`src/hw/umi_merge_pkg.sv`:
```
`default_nettype none

package umi_merge_pkg;

   // arbiter mode select, two bits wide
   typedef enum logic [1:0] {
      ARB_FIXED     = 2'd0, // fixed priority, lowest index wins
      ARB_RESERVED1 = 2'd1, // reserved, behaves as fixed
      ARB_THERMO    = 2'd2, // thermometer fairness
      ARB_RESERVED3 = 2'd3  // reserved, behaves as fixed
   } arb_mode_t;

   // defaults for the top level parameters
   localparam int DEF_N           = 4;  // number of sources

   localparam int DEF_DW          = 32; // packet width in bits

   // entries per ingress queue
   // also the credit count each source starts with
   localparam int DEF_DEPTH       = 4;

   // credits the egress holds toward the sink after reset
   localparam int DEF_OUT_CREDITS = 2;

endpackage

`default_nettype wire

```
`src/hw/umi_priority.sv`:
```
`default_nettype none

module umi_priority #(
   parameter int N = umi_merge_pkg::DEF_N // number of requesters
) (
   input  wire  [N-1:0] requests, // already masked requests
   output logic [N-1:0] grants    // at most one bit set
);

   // lower[i] set when any request below i is active
   logic [N-1:0] lower;

   always_comb
   begin
      lower[0] = 1'b0; // bit 0 never loses
      for (int i = 1; i < N; i++)
      begin
         lower[i] = lower[i-1] | requests[i-1]; // ripple up
      end
   end

   // lowest set request wins, nothing when idle
   assign grants = requests & ~lower;

endmodule

`default_nettype wire

```
`src/hw/umi_arbiter.sv`:
```
`default_nettype none

module umi_arbiter #(
   parameter int N = umi_merge_pkg::DEF_N // number of requesters
) (
   input  wire                      clk,
   input  wire                      nreset,
   input  wire umi_merge_pkg::arb_mode_t mode, // fixed or thermometer
   input  wire  [N-1:0]             mask,     // 1 disables a request
   input  wire  [N-1:0]             requests, // raw requests
   output logic [N-1:0]             grants    // one-hot or zero
);

   import umi_merge_pkg::*;

   logic         collision;     // an enabled request lost this cycle
   logic [N-1:0] thermometer;   // grows on collisions in thermo mode
   logic [N-1:0] spec_requests; // requests after both masks

   // thermometer register
   // shifts in a one per collision, clears once lower bits are full
   if (N > 1)
   begin : g_thermo
      always_ff @(posedge clk or negedge nreset)
      begin
         if (!nreset)
            thermometer <= '0;
         else if (collision && (mode == ARB_THERMO))
         begin
            if (&thermometer[N-2:0])
               thermometer <= '0; // wrap back to all open
            else
               thermometer <= {thermometer[N-2:0], 1'b1};
         end
      end
   end
   else
   begin : g_no_thermo
      assign thermometer = '0; // single source needs no fairness
   end

   // per-source mask first, then thermometer
   assign spec_requests = requests & ~mask & ~thermometer;

   umi_priority #(
      .N (N)
   ) u_priority (
      .requests (spec_requests),
      .grants   (grants)
   );

   // masked sources are not counted as losers
   assign collision = |(requests & ~mask & ~grants);

   // grant is single, requested and not masked off by the source mask
   a_grant_legal: assert property (@(posedge clk) disable iff (!nreset)
      $onehot0(grants) && ((grants & (mask | ~requests)) == '0))
      else $error("umi_arbiter: illegal grant %b", grants);

endmodule

`default_nettype wire

```
`src/hw/umi_ingress.sv`:
```
`default_nettype none

module umi_ingress #(
   parameter int DW    = umi_merge_pkg::DEF_DW,   // packet width
   parameter int DEPTH = umi_merge_pkg::DEF_DEPTH // queue entries
) (
   input  wire           clk,
   input  wire           nreset,
   // source side
   input  wire           in_valid,  // push, only with a credit held
   input  wire  [DW-1:0] in_data,
   output logic          in_credit, // one pulse per popped entry
   // egress side
   input  wire           q_pop,     // remove head this cycle
   output logic          q_valid,   // queue not empty
   output logic [DW-1:0] q_data     // head entry
);

   localparam int AW = (DEPTH > 1) ? $clog2(DEPTH) : 1; // pointer width
   localparam int CW = $clog2(DEPTH + 1);               // count width

   logic [DW-1:0] mem [DEPTH]; // entry storage
   logic [AW-1:0] wr_ptr;
   logic [AW-1:0] rd_ptr;
   logic [CW-1:0] count;       // entries held
   logic          full;
   logic          push;        // accepted write
   logic          pop;         // accepted read

   // pointer step with wrap, DEPTH need not be a power of two
   function automatic logic [AW-1:0] next_ptr(input logic [AW-1:0] p);
      return (p == AW'(DEPTH - 1)) ? '0 : p + 1'b1;
   endfunction

   assign full    = (count == CW'(DEPTH));
   assign q_valid = (count != '0);
   assign q_data  = mem[rd_ptr]; // head is visible combinationally

   assign push = in_valid & ~full; // full push is dropped, flagged below
   assign pop  = q_pop & q_valid;

   always_ff @(posedge clk or negedge nreset)
   begin
      if (!nreset)
      begin
         wr_ptr    <= '0;
         rd_ptr    <= '0;
         count     <= '0;
         in_credit <= 1'b0;
      end
      else
      begin
         if (push)
            wr_ptr <= next_ptr(wr_ptr);
         if (pop)
            rd_ptr <= next_ptr(rd_ptr);
         case ({push, pop})
            2'b10:   count <= count + 1'b1;
            2'b01:   count <= count - 1'b1;
            default: count <= count; // idle or both at once
         endcase
         in_credit <= pop; // credit goes back the cycle after the pop
      end
   end

   // storage write
   always_ff @(posedge clk)
   begin
      if (push)
         mem[wr_ptr] <= in_data;
   end

   // source pushed without a credit
   a_push_full: assert property (@(posedge clk) disable iff (!nreset)
      in_valid |-> !full)
      else $error("umi_ingress: push into full queue, credit violation");

   // egress popped an empty queue
   a_pop_empty: assert property (@(posedge clk) disable iff (!nreset)
      q_pop |-> q_valid)
      else $error("umi_ingress: pop of empty queue");

endmodule

`default_nettype wire

```
`src/hw/umi_egress.sv`:
```
`default_nettype none

module umi_egress #(
   parameter int N           = umi_merge_pkg::DEF_N,
   parameter int DW          = umi_merge_pkg::DEF_DW,
   parameter int OUT_CREDITS = umi_merge_pkg::DEF_OUT_CREDITS,
   localparam int SW         = (N > 1) ? $clog2(N) : 1 // source index width
) (
   input  wire                      clk,
   input  wire                      nreset,
   input  wire umi_merge_pkg::arb_mode_t mode,
   input  wire  [N-1:0]             mask,       // per-source disable
   // queue side
   input  wire  [N-1:0]             q_valid,
   input  wire  [N*DW-1:0]          q_data,     // heads, source 0 lowest
   output logic [N-1:0]             q_pop,      // one-hot or zero
   // sink side
   output logic                     out_valid,
   output logic [DW-1:0]            out_data,
   output logic [SW-1:0]            out_src,    // index of the source
   input  wire                      out_credit  // one pulse per packet consumed
);

   localparam int CW = $clog2(OUT_CREDITS + 1); // credit counter width

   logic [CW-1:0] credits;     // output credits held
   logic          have_credit;
   logic [N-1:0]  requests;    // queues that may compete
   logic [N-1:0]  grants;
   logic          send;        // a packet leaves this cycle
   logic [DW-1:0] sel_data;    // granted head
   logic [SW-1:0] sel_src;     // granted index

   assign have_credit = (credits != '0);
   assign requests    = q_valid & {N{have_credit}}; // no credit, no contest

   umi_arbiter #(
      .N (N)
   ) u_arbiter (
      .clk      (clk),
      .nreset   (nreset),
      .mode     (mode),
      .mask     (mask),
      .requests (requests),
      .grants   (grants)
   );

   assign q_pop = grants; // pop in the grant cycle
   assign send  = |grants;

   // one-hot select of the head and its encoded index
   always_comb
   begin
      sel_data = '0;
      sel_src  = '0;
      for (int i = 0; i < N; i++)
      begin
         if (grants[i])
         begin
            sel_data = q_data[i*DW +: DW];
            sel_src  = SW'(i);
         end
      end
   end

   // credit counter and output valid
   always_ff @(posedge clk or negedge nreset)
   begin
      if (!nreset)
      begin
         credits   <= CW'(OUT_CREDITS);
         out_valid <= 1'b0;
      end
      else
      begin
         case ({send, out_credit})
            2'b10:   credits <= credits - 1'b1; // spent one
            2'b01:   credits <= credits + 1'b1; // sink returned one
            default: credits <= credits;        // none or both
         endcase
         out_valid <= send;
      end
   end

   // output payload
   always_ff @(posedge clk)
   begin
      if (send)
      begin
         out_data <= sel_data;
         out_src  <= sel_src;
      end
   end

   // sink must not return more credits than it was given
   a_credit_max: assert property (@(posedge clk) disable iff (!nreset)
      credits <= CW'(OUT_CREDITS))
      else $error("umi_egress: output credits above %0d", OUT_CREDITS);

endmodule

`default_nettype wire

```
`src/hw/umi_merge.sv`:
```
`default_nettype none

module umi_merge #(
   parameter int N           = umi_merge_pkg::DEF_N,          // sources
   parameter int DW          = umi_merge_pkg::DEF_DW,         // packet width
   parameter int DEPTH       = umi_merge_pkg::DEF_DEPTH,      // queue depth
   parameter int OUT_CREDITS = umi_merge_pkg::DEF_OUT_CREDITS,
   localparam int SW         = (N > 1) ? $clog2(N) : 1        // source index width
) (
   input  wire                      clk,
   input  wire                      nreset,
   input  wire umi_merge_pkg::arb_mode_t mode,
   input  wire  [N-1:0]             mask,
   // sources, flattened with source 0 in the low bits
   input  wire  [N-1:0]             in_valid,
   input  wire  [N*DW-1:0]          in_data,
   output logic [N-1:0]             in_credit,
   // sink
   output logic                     out_valid,
   output logic [DW-1:0]            out_data,
   output logic [SW-1:0]            out_src,
   input  wire                      out_credit
);

   logic [N-1:0]    q_valid; // per queue not empty
   logic [N*DW-1:0] q_data;  // per queue head
   logic [N-1:0]    q_pop;   // from the egress grant

   // one queue per source
   for (genvar g = 0; g < N; g++)
   begin : g_ingress
      umi_ingress #(
         .DW    (DW),
         .DEPTH (DEPTH)
      ) u_ingress (
         .clk       (clk),
         .nreset    (nreset),
         .in_valid  (in_valid[g]),
         .in_data   (in_data[g*DW +: DW]),
         .in_credit (in_credit[g]),
         .q_pop     (q_pop[g]),
         .q_valid   (q_valid[g]),
         .q_data    (q_data[g*DW +: DW])
      );
   end

   // single drain point onto the output channel
   umi_egress #(
      .N           (N),
      .DW          (DW),
      .OUT_CREDITS (OUT_CREDITS)
   ) u_egress (
      .clk        (clk),
      .nreset     (nreset),
      .mode       (mode),
      .mask       (mask),
      .q_valid    (q_valid),
      .q_data     (q_data),
      .q_pop      (q_pop),
      .out_valid  (out_valid),
      .out_data   (out_data),
      .out_src    (out_src),
      .out_credit (out_credit)
   );

endmodule

`default_nettype wire

```
`config.mk`:
```
export PLATFORM = sky130hd
export DESIGN_NAME = umi_merge
export DESIGN_NICKNAME = d
export VERILOG_FILES = /design/src/hw/umi_merge_pkg.sv /design/src/hw/umi_priority.sv /design/src/hw/umi_arbiter.sv /design/src/hw/umi_ingress.sv /design/src/hw/umi_egress.sv /design/src/hw/umi_merge.sv
export SDC_FILE = /design/constraint.sdc
export NUM_CORES = 1
export LEC_CHECK = 0
export BUFFER_PORTS_ARGS = -buffer_cell sky130_fd_sc_hd__buf_4
export CAP_MARGIN = 25
export CELL_PAD_IN_SITES_DETAIL_PLACEMENT = 1
export CELL_PAD_IN_SITES_GLOBAL_PLACEMENT = 2
export CORE_MARGIN = 2
export CORE_UTILIZATION = 49
export CTS_BUF_LIST = sky130_fd_sc_hd__clkbuf_2 sky130_fd_sc_hd__clkbuf_4 sky130_fd_sc_hd__clkbuf_8
export CTS_CLUSTER_SIZE = 28
export DETAILED_ROUTE_END_ITERATION = 8
export PLACE_DENSITY = 0.94
export SYNTH_ARGS = -nofsm -noshare
export SYNTH_HDL_FRONTEND = slang
export SYNTH_SLANG_ARGS = --single-unit
```
`constraint.sdc`:
```
create_clock -name clk -period 3.72 [get_ports clk]
set_clock_uncertainty 0.15 [all_clocks]
set_input_delay 0.186 -clock clk [delete_from_list [all_inputs] [get_ports clk]]
set_output_delay 0.186 -clock clk [all_outputs]
set_load 0.01 [all_outputs]
```
# Word-level counts from Yosys, hierarchy flattened
# Memory sizes are Yosys's and may differ from the RTL's.
# Cells that the tools add are included.
# word_totals
regBits	73
mem_bits_rw	512
out_inout_bits	39
elab_cells	133
n_memories	4
# op_classes
add_sub_neg	18
eq_ne	23
n_mux	28
bitwise_logic	23
reduce_logical	15
# memory_table
name	depth	width	read_ports	rd_ports_with_merged_regs	write_ports	line_no	text
g_ingress[0].u_ingress.mem	4	32	1	0	1	umi_ingress.sv:22	logic [DW-1:0] mem [DEPTH];
g_ingress[1].u_ingress.mem	4	32	1	0	1	umi_ingress.sv:22	
g_ingress[2].u_ingress.mem	4	32	1	0	1	umi_ingress.sv:22	
g_ingress[3].u_ingress.mem	4	32	1	0	1	umi_ingress.sv:22	
# ops
op	n
$mux W32	4
$eq A2 B2 Y1 const B	14
$pmux W3 S2	4
$and A4 B4 Y4	5
$add A2 B1 Y2 const B	9
$mux W2	8
$not A4 Y4	4
$add A3 B1 Y3 const B	4
$eq A3 B3 Y1 const B	4
$reduce_bool A2 Y1	6
$reduce_bool A3 Y1	4
$sub A3 B1 Y3 const B	4
$eq A2 B1 Y1 const B	5
$mux W1	10
$and A1 B1 Y1	8
$reduce_or A4 Y1	2
$mux W4	1
$not A1 Y1	4
$pmux W2 S2	1
$reduce_and A3 Y1	1
$or A1 B1 Y1	2
$reduce_or A2 Y1	1
$sub A2 B1 Y2 const B	1
$logic_and A1 B1 Y1	1

# Logic depth before layout (Yosys ltp)
# Gate-level depths: netlist (run 1).
# depth
ltp_word	12
mapped_depth	14
mapped_depth_nobuf	10

# Cells and area by module
# Synthesis (run 1) repeated with hierarchy kept, for this count alone.
# unflattened
hier_cells	1065
hier_area_um2	23364.9
# by_module_without_submodules
mod	instances	cells_per_inst	area_per_inst_um2
umi_ingress	4	209	5142.4
umi_egress	1	203	2503.7
umi_arbiter	1	22	255.2
umi_priority	1	4	36.3

# Worst setup path before layout (run 1)
# Ideal clock, no wire load.
# synth_path
path_type	register to register
from	reg u_egress.credits[1]
to	reg g_ingress[3].u_ingress.count[2]
setup_ps	79
arrival_ps	2834
t_required_ps	3491
setup_slack_ps	657
path_stages_with_launch	11
path_buffers	1
synth_period_minus_slack_ps	3063
cell_sequence	dfstp_2 -> nor2_1 -> or4_4 -> nor4_4 -> buf_6 -> ha_1 -> inv_1 -> fa_1 -> xor2_1 -> nor2_1 -> xor2_1
# synth_between
elab_chain_len	11
word_cells_on_any_way	13
cone_classes	2 x eq/ne; 1 x mux; 8 x bitwise; 2 x reduce/logical
# synth_rtl
item	line_no	text
start: declaration	umi_egress.sv:26	logic [CW-1:0] credits;
start signal: assignment	umi_egress.sv:71	credits <= CW'(OUT_CREDITS);
start signal: assignment	umi_egress.sv:77	2'b10: credits <= credits - 1'b1;
start signal: assignment	umi_egress.sv:78	2'b01: credits <= credits + 1'b1;
$reduce_bool A2 Y1 (*)	umi_egress.sv:34	assign have_credit = (credits != '0);
$and A4 B4 Y4 (*)	umi_egress.sv:35	assign requests = q_valid & {N{have_credit}};
$and A4 B4 Y4 (*) (2 in a row)	umi_arbiter.sv:43	assign spec_requests = requests & ~mask & ~thermometer;
$or A1 B1 Y1 (2 in a row)	umi_priority.sv:18	lower[i] = lower[i-1] | requests[i-1];
$not A4 Y4	umi_priority.sv:23	assign grants = requests & ~lower;
$and A4 B4 Y4 (*)	umi_priority.sv:23	
$and A1 B1 Y1 (*)	umi_ingress.sv:40	assign pop = q_pop & q_valid;
net g_ingress[3].u_ingress.pop	umi_ingress.sv:28	logic pop;
$eq A2 B1 Y1 / $eq A2 B2 Y1 (equally long branches)	umi_ingress.sv:57	case ({push, pop})
$pmux W3 S2 / $reduce_bool A2 Y1 (equally long branches)	-	
end signal: assignment	umi_ingress.sv:58	2'b10: count <= count + 1'b1;
end signal: assignment	umi_ingress.sv:59	2'b01: count <= count - 1'b1;
end signal: assignment	umi_ingress.sv:60	default: count <= count;
end: declaration	umi_ingress.sv:25	logic [CW-1:0] count;
# Mark *: on every way through the listed nets, which the timed path passes. The rest lies on a longest branch.
# A chain may end at the register's enable or synchronous reset.

# Worst setup path in the final report (run 1)
# layout_path
from	reg u_egress.credits[1]
to	reg g_ingress[2].u_ingress.count[2]
# layout_between
elab_chain_len	10
word_cells_on_any_way	12
cone_classes	2 x eq/ne; 1 x mux; 7 x bitwise; 2 x reduce/logical
# layout_rtl
item	line_no
$reduce_bool A2 Y1 (*)	umi_egress.sv:34
$and A4 B4 Y4 (*)	umi_egress.sv:35
$and A4 B4 Y4 (*) (2 in a row)	umi_arbiter.sv:43
$or A1 B1 Y1	umi_priority.sv:18
$not A4 Y4	umi_priority.sv:23
$and A4 B4 Y4 (*)	umi_priority.sv:23
$and A1 B1 Y1 (*)	umi_ingress.sv:40
$eq A2 B1 Y1 / $eq A2 B2 Y1 (equally long branches)	umi_ingress.sv:57
$pmux W3 S2 / $reduce_bool A2 Y1 (equally long branches)	-
end signal: assignment	umi_ingress.sv:58
end signal: assignment	umi_ingress.sv:59
end signal: assignment	umi_ingress.sv:60
end: declaration	umi_ingress.sv:25
# Every way passes the cells marked *; elsewhere a longest branch is shown, timed or not.

==> metrics.txt, run 1 <==
worst slew pin tran=0.727 ns; most frequent cells after synthesis=546 x edfxtp_1, 128 x mux4_2, 49 x a22oi_1, 44 x nand2_1, 38 x dfrtp_1; total negative setup slack=0 ns; Setup crit end kind=flip-flop; area share of xor/xnor cells in the synthesized design=0.00584; pin count of the biggest net entering global routing=39; r2r setup slk=0.53 ns; crit path launch type=flip-flop; final worst-path cycle share=0.857; Initial Util=0.496; crit-path cells=o21bai_1, nor3_1, nand3_1, inv_2, ha_1, inv_1, fa_1, xor2_1, nor2_1, xor2_1; CP max FO=6; Pins Over Slew Limit=0; sequential area share after synthesis=0.773; CP max stage cell=dfstp_2; synthesis warning total=0; Buffers & Inverters on Critical Path=2; DIE HEIGHT=218 um; unrepaired setup endpoints after global routing=no; via/cell ratio=5.70; Setup Fix Bufs, Post-CTS=0; min-delay worst type=in2reg; final non-filler cell total=2112; TritonCTS buffer count=89; Final setup viols=0; fin nets=1598; first-pass GRT wire length=86.8 mm; hold bufs inserted after CTS=140; Core ar.=45300 um^2; post-synth top area cell=edfxtp_1; outcome=finished clean; PwrDens=775 nW/um^2; leading post-synthesis cells by cell area=edfxtp_1 73%, mux4_2 13%, dfrtp_1 4.2%; First-pass DRT Iterations=7; worst rel slew slack=0.511; Avg Inst Size Synth=21.7 um^2; Max-Cap Viols=0; Via Count=12000; fraction of synthesized cell area taken by the top area cell type=0.729; remaining global-route overflow=0; DP Wirelength=35.4 mm; area of the mapped netlist=22500 um^2; Unique masters post-synth=43; top-count cell post-synth=edfxtp_1; Peak VDD IR=0.000359 V; initial antenna violation count=12; Psw=6.91 mW; clock power share=0.256; sw frac=0.319; sequential power share=0.447; clk slew on worst S/H paths=0.07 ns; ys async rst share=0.0667; Rows=78; post-CTS sizing=0; htree depth=3; CP top delay family=simple AND/OR/NAND/NOR gates; post-route ant nets=0; Internal=14.7 mW; # DRC=0; vias in the first global route=13100; Fin. Hold Viols=0; placed cells=1796; DIE AREA=47600 um^2; fmax=0.314 GHz; Synth Register Bits=585; Post-synth EDFFs=546; critical path's largest stage delay=0.58 ns; top_reg_cell synth=edfxtp_1; CP required=4.17 ns; layout cells sized above 1=0.345; total track usage=0.251; most frequent CP cell=xor2_1; CTS Buffer Depth=3; crit path DAT=3.64 ns; Clock Latency Late Sink=0.69 ns; gpl congestion=0.788; Die W=218 um; total power=21.6 mW; Post-Synth Simple-Gate Area=0.0208; routed wire length=58.4 mm; Comb power frac=0.297; IO Count=180; Lkg Pwr=9.83 nW; cells after synthesis=1037; CTS tree=done; largest family of logic cells by synthesized area=multiplexers; syn_nets=1207; Sink Count=585; root buffer cell=clkbuf_8; Buffers on Ports=179; post-synthesis adder-cell area fraction=0.0175; post-synthesis mux area share=0.133; min Tclk post-route=3.19 ns; post-synthesis compound-gate area fraction=0.0326; initial drt markers=1371; CP Class=reg2reg; Area Growth Syn to Fin=24.1%; DR WL/cell=27.6 um
## cell type report
cell class / count / area [um^2]
Antenna cell: 13 / 32.5
Clock buffer: 125 / 1530
Clock inverter: 37 / 300
Fill cell: 3928 / 17400
Inverter: 33 / 124
Multi-Input combinational cell: 368 / 4720
Sequential cell: 585 / 17400
Tap cell: 600 / 751
Timing Repair Buffer: 351 / 3060
## registers in the layout (all words and copies together) (netlist names)
name,flops
u_egress.u_arbiter.thermometer,4
g_ingress.u_ingress.rd_ptr,8
g_ingress.u_ingress.mem,512
u_egress.credits,2
g_ingress.u_ingress.count,12
u_egress.out_src,2
g_ingress.u_ingress.in_credit,4
g_ingress.u_ingress.wr_ptr,8
u_egress.out_valid,1
u_egress.out_data,32
## cells by family (layout without fill, tap and decap cells)
| group | Yosys count | in the layout |
|---|---|---|
| flip-flops | 585 | 585 |
| multiplexers | 138 | 138 |
| AO/OA/AOI/OAI | 93 | 93 |
| AND/OR/NAND/NOR | 93 | 93 |
| buffers and inverters | 84 | 546 |
| adder cells (fa/ha/maj) | 29 | 29 |
| XOR/XNOR | 15 | 15 |
| other | 0 | 13 |
## final timing paths
check | start | end | cells after the start
max in group asynchronous | nreset | g_ingress[0].u_ingress.rd_ptr[0] | 4
min reg2reg | g_ingress[1].u_ingress.count[2] | g_ingress[1].u_ingress.count[2] | 1
max | u_egress.credits[1] | g_ingress[2].u_ingress.count[2] | 10
max reg2reg | u_egress.credits[1] | g_ingress[2].u_ingress.count[2] | 10
min | in_data[102] | g_ingress[3].u_ingress.mem[1][6] | 2
min in group asynchronous | nreset | u_egress.credits[1] | 3
## layer usage
layer | vias to the layer above | part of all wire | GRT usage
met4 | 4 | 0.032 | 0.101
met1 | 6344 | 0.40 | 0.338
met3 | 112 | 0.066 | 0.0479
met5 | - | 0.00046 | 0
met2 | 518 | 0.50 | 0.409
li1 | 5059 | - | -
## stage by stage
step                setup WS (ns)  instance area, um^2  hold WS (ns)  utilization
detailed placement          0.772                24600        0.0607        0.543
finish                      0.532                27900        0.0989        0.616
floorplan                   0.657                22500        -0.260            -
global route                0.330                27900        0.0852        0.616
CTS                         0.717                27800        0.0495        0.615
global placement            0.874                24600        0.0602        0.543
## cells in the final DEF (no fill, tap or decap), types with 6 or more instances in the layout
master         synthesis  final
a22oi_1               49     49
a22oi_2               15     15
and2_1                16     16
buf_12                 0      6
buf_4                  9    206
clkbuf_4               0     31
clkbuf_8               0     94
clkinv_1               0     19
clkinv_2               0      7
dfrtp_1               38     34
diode_2                0     13
dlygate4sd3_1          0    139
edfxtp_1             546    546
ha_1                  25     25
inv_1                 31     31
mux4_2               128    128
nand2_1               44     44
nor2_1                 8      8
nor3_1                 8      8
o21ai_0               11     11
or3_1                  6      6
xor2_1                10     10
## power groups by stage
stage	sequential, mW	combinational, mW	clock, mW
after detailed placement	9.83	6.07	0
after global placement	9.68	5.78	0
after floorplan	9.54	3.97	0
final	9.67	6.43	5.53
after global routing	9.77	6.87	5.87
after CTS	9.71	6.25	5.53
Power figures use the tool's default switching activity.
==> run 2, diff against run 1 <==
--- a/config.mk
+++ b/config.mk
@@ -10,11 +10,13 @@
 export CELL_PAD_IN_SITES_DETAIL_PLACEMENT = 1
 export CELL_PAD_IN_SITES_GLOBAL_PLACEMENT = 2
 export CORE_MARGIN = 2
-export CORE_UTILIZATION = 49
+export CORE_UTILIZATION = 52
 export CTS_BUF_LIST = sky130_fd_sc_hd__clkbuf_2 sky130_fd_sc_hd__clkbuf_4 sky130_fd_sc_hd__clkbuf_8
 export CTS_CLUSTER_SIZE = 28
 export DETAILED_ROUTE_END_ITERATION = 8
-export PLACE_DENSITY = 0.94
+export PLACE_DENSITY = 0.95
+export RECOVER_POWER = 25
+export SLEW_MARGIN = 10
 export SYNTH_ARGS = -nofsm -noshare
 export SYNTH_HDL_FRONTEND = slang
 export SYNTH_SLANG_ARGS = --single-unit
==> constraint.sdc (replaced) <==
create_clock -name clk -period 3.79 [get_ports clk]
set_clock_uncertainty 0.15 [all_clocks]
set_input_delay 0.1895 -clock clk [delete_from_list [all_inputs] [get_ports clk]]
set_output_delay 0.1895 -clock clk [all_outputs]
set_load 0.01 [all_outputs]
==> run 2 against run 1 <==
Against the previous run: design area is 1.5% lower; die area decreased by 5.7%; via count is 1.4% lower; register-to-register slack improved by 0.099 ns; total power is 3.7% lower; cell count is 0.71% lower; clock power decreased by 5.2%; critical path depth unchanged; largest cell class unchanged; highest routed layer unchanged.
==> metrics.txt, run 2 (synthesized netlist as in run 1, its figures left out) <==
layout cells sized above 1=0.291 (-0.0537); worst rel slew slack=0.338 (-0.173); crit path DAT=3.56 ns (-0.08 ns); most common cell after layout, fill and taps aside=edfxtp_1; total negative setup slack=0 ns (unchanged); Worst R2R Path Depth=10 (unchanged); Max-Cap Viols=0 (unchanged); DP Wirelength=36.1 mm (+1.9%); remaining global-route overflow=0 (unchanged); Setup crit end kind=flip-flop; routed wire length=56.3 mm (-3.6%); PwrDens=758 nW/um^2 (-2.2%); initial antenna violation count=3 (-9); IO Count=180 (unchanged); max reg flops=512 (unchanged); fin nets=1604 (+0.38%); CP required=4.19 ns (+0.02 ns); CP max FO=6 (unchanged); Peak VDD IR=0.000369 V (+2.9%); startpoint of the worst register-to-register path=u_egress.credits[1]; Pins Over Slew Limit=0 (unchanged); initial drt markers=1042 (-24%); root buffer cell=clkbuf_8; final worst-path cycle share=0.834 (-0.0234); Buffers on Ports=179 (unchanged); clk slew on worst S/H paths=0.06 ns (about the same); crit path launch type=flip-flop; DIE HEIGHT=212 um (-2.9%); Biggest register=g_ingress.u_ingress.mem; # DRC=0 (unchanged); min-delay worst type=in2reg; gpl congestion=0.765 (-2.9%); biggest regs=g_ingress.u_ingress.mem: 512 flops, u_egress.out_data: 32 flops, g_ingress.u_ingress.count: 12 flops; crit path capture=g_ingress[2].u_ingress.count[2]; First-pass DRT Iterations=5 (-2); CP Class=reg2reg; Setup Fix Bufs, Post-CTS=0 (unchanged); FF-to-FF End=g_ingress[2].u_ingress.count[2]; Final setup viols=0 (unchanged); Via Count=11900 (-1.4%); Clock Latency Late Sink=0.65 ns (-0.04 ns); htree depth=3 (unchanged); post-CTS sizing=0 (unchanged); Area Growth Syn to Fin=22.2%; TritonCTS buffer count=95 (+6.7%); Rows=76 (-2.6%); CTS Buffer Depth=3 (unchanged); outcome=finished clean; WHS=0.163 ns (+0.0641 ns); min Tclk post-route=3.16 ns (-0.0288 ns); hold bufs inserted after CTS=140 (unchanged); DIE AREA=44900 um^2 (-5.7%); Sink Count=585 (unchanged); post-route ant nets=0 (unchanged); vias in the first global route=13400 (+2.6%); Core ar.=42900 um^2 (-5.3%); first-pass GRT wire length=83.6 mm (-3.7%); worst slew pin tran=0.993 ns (+0.266 ns); CTS tree=done; r2r setup slk=0.63 ns (+0.10 ns); total track usage=0.260 (+0.00821); crit path from=u_egress.credits[1]; via/cell ratio=5.66 (-0.71%); Die W=212 um (-2.9%); unrepaired setup endpoints after global routing=no; fmax=0.316 GHz (+0.91%); Fin. Hold Viols=0 (unchanged); Lkg Pwr=9.50 nW (-3.3%); most frequent cells in the layout=546 x edfxtp_1, 139 x dlygate4sd3_1, 128 x mux4_2, 123 x buf_4, 101 x clkbuf_8; DR WL/cell=26.8 um (-2.9%); Initial Util=0.524 (+0.0278); pin count of the biggest net entering global routing=39 (unchanged)
## run 2: cell types whose count changed in the layout (fill, tap and decap cells not counted), moves of 4 or more
cell       before  now
buf_12          6    2
buf_4         206  123
bufinv_16       4    0
clkbuf_1        0   87
clkbuf_8       94  101
clkinv_2        7   11
diode_2        13    1
## run 2: cell type report
type                            count  area [um^2]
Sequential cell                   585        17400
Fill cell                        3646        15400
Multi-Input combinational cell    368         4720
Timing Repair Buffer              351         2680
Clock buffer                      133         1630
Tap cell                          585          732
Clock inverter                     41          206
Inverter                           33          124
Antenna cell                        1         2.50
## run 2: worst min path at each step
stage                start                           endpoint  slack (ns)  cells after the start
6_report           mask[1]   g_ingress[1].u_ingress.in_credit        0.16                      4
5_1_grt        in_data[24]  g_ingress[0].u_ingress.mem[3][24]        0.16                      2
4_1_cts        in_data[79]  g_ingress[2].u_ingress.mem[1][15]        0.08                      2
3_5_place_dp        nreset   g_ingress[2].u_ingress.wr_ptr[0]        0.05                      1
3_3_place_gp        nreset   g_ingress[2].u_ingress.wr_ptr[0]        0.06                      1
2_1_floorplan       nreset    g_ingress[0].u_ingress.count[0]       -0.26                      0
## run 2: per-layer routing
layer	global-route usage	wire length, um	up-vias
li1	-	-	5071
met1	0.327	21500	6178
met2	0.444	29300	499
met3	0.0491	3490	115
met4	0.111	1990	4
met5	0	25	-
## run 2: critical path, stage by stage (launching register included)
cell and delay [ns]:
dfstp_2 0.58, o21bai_1 0.15, nor3_1 0.56, nand3_1 0.38
inv_2 0.14, ha_1 0.19, inv_1 0.06, fa_1 0.39
xor2_1 0.15, nor2_1 0.13, xor2_1 0.18
## run 2: report_power, final
part           internal [mW]  total, mW  switching [mW]
sequential              8.85       9.63           0.787
clock                   2.79       5.24            2.45
combinational           2.60       5.96            3.36
## run 2: per-stage QoR
stage	power [mW]	area [um^2]	setup WS, ns	std cells	util
3_3_place_gp	15.2	24600	0.878	1782	0.573
3_5_place_dp	15.6	24600	0.707	1782	0.573
2_1_floorplan	13.3	22500	0.727	1037	-
5_1_grt	21.7	27500	0.385	2097	0.641
4_1_cts	21.0	27800	0.670	2096	0.648
6_report	20.8	27500	0.630	2097	0.641
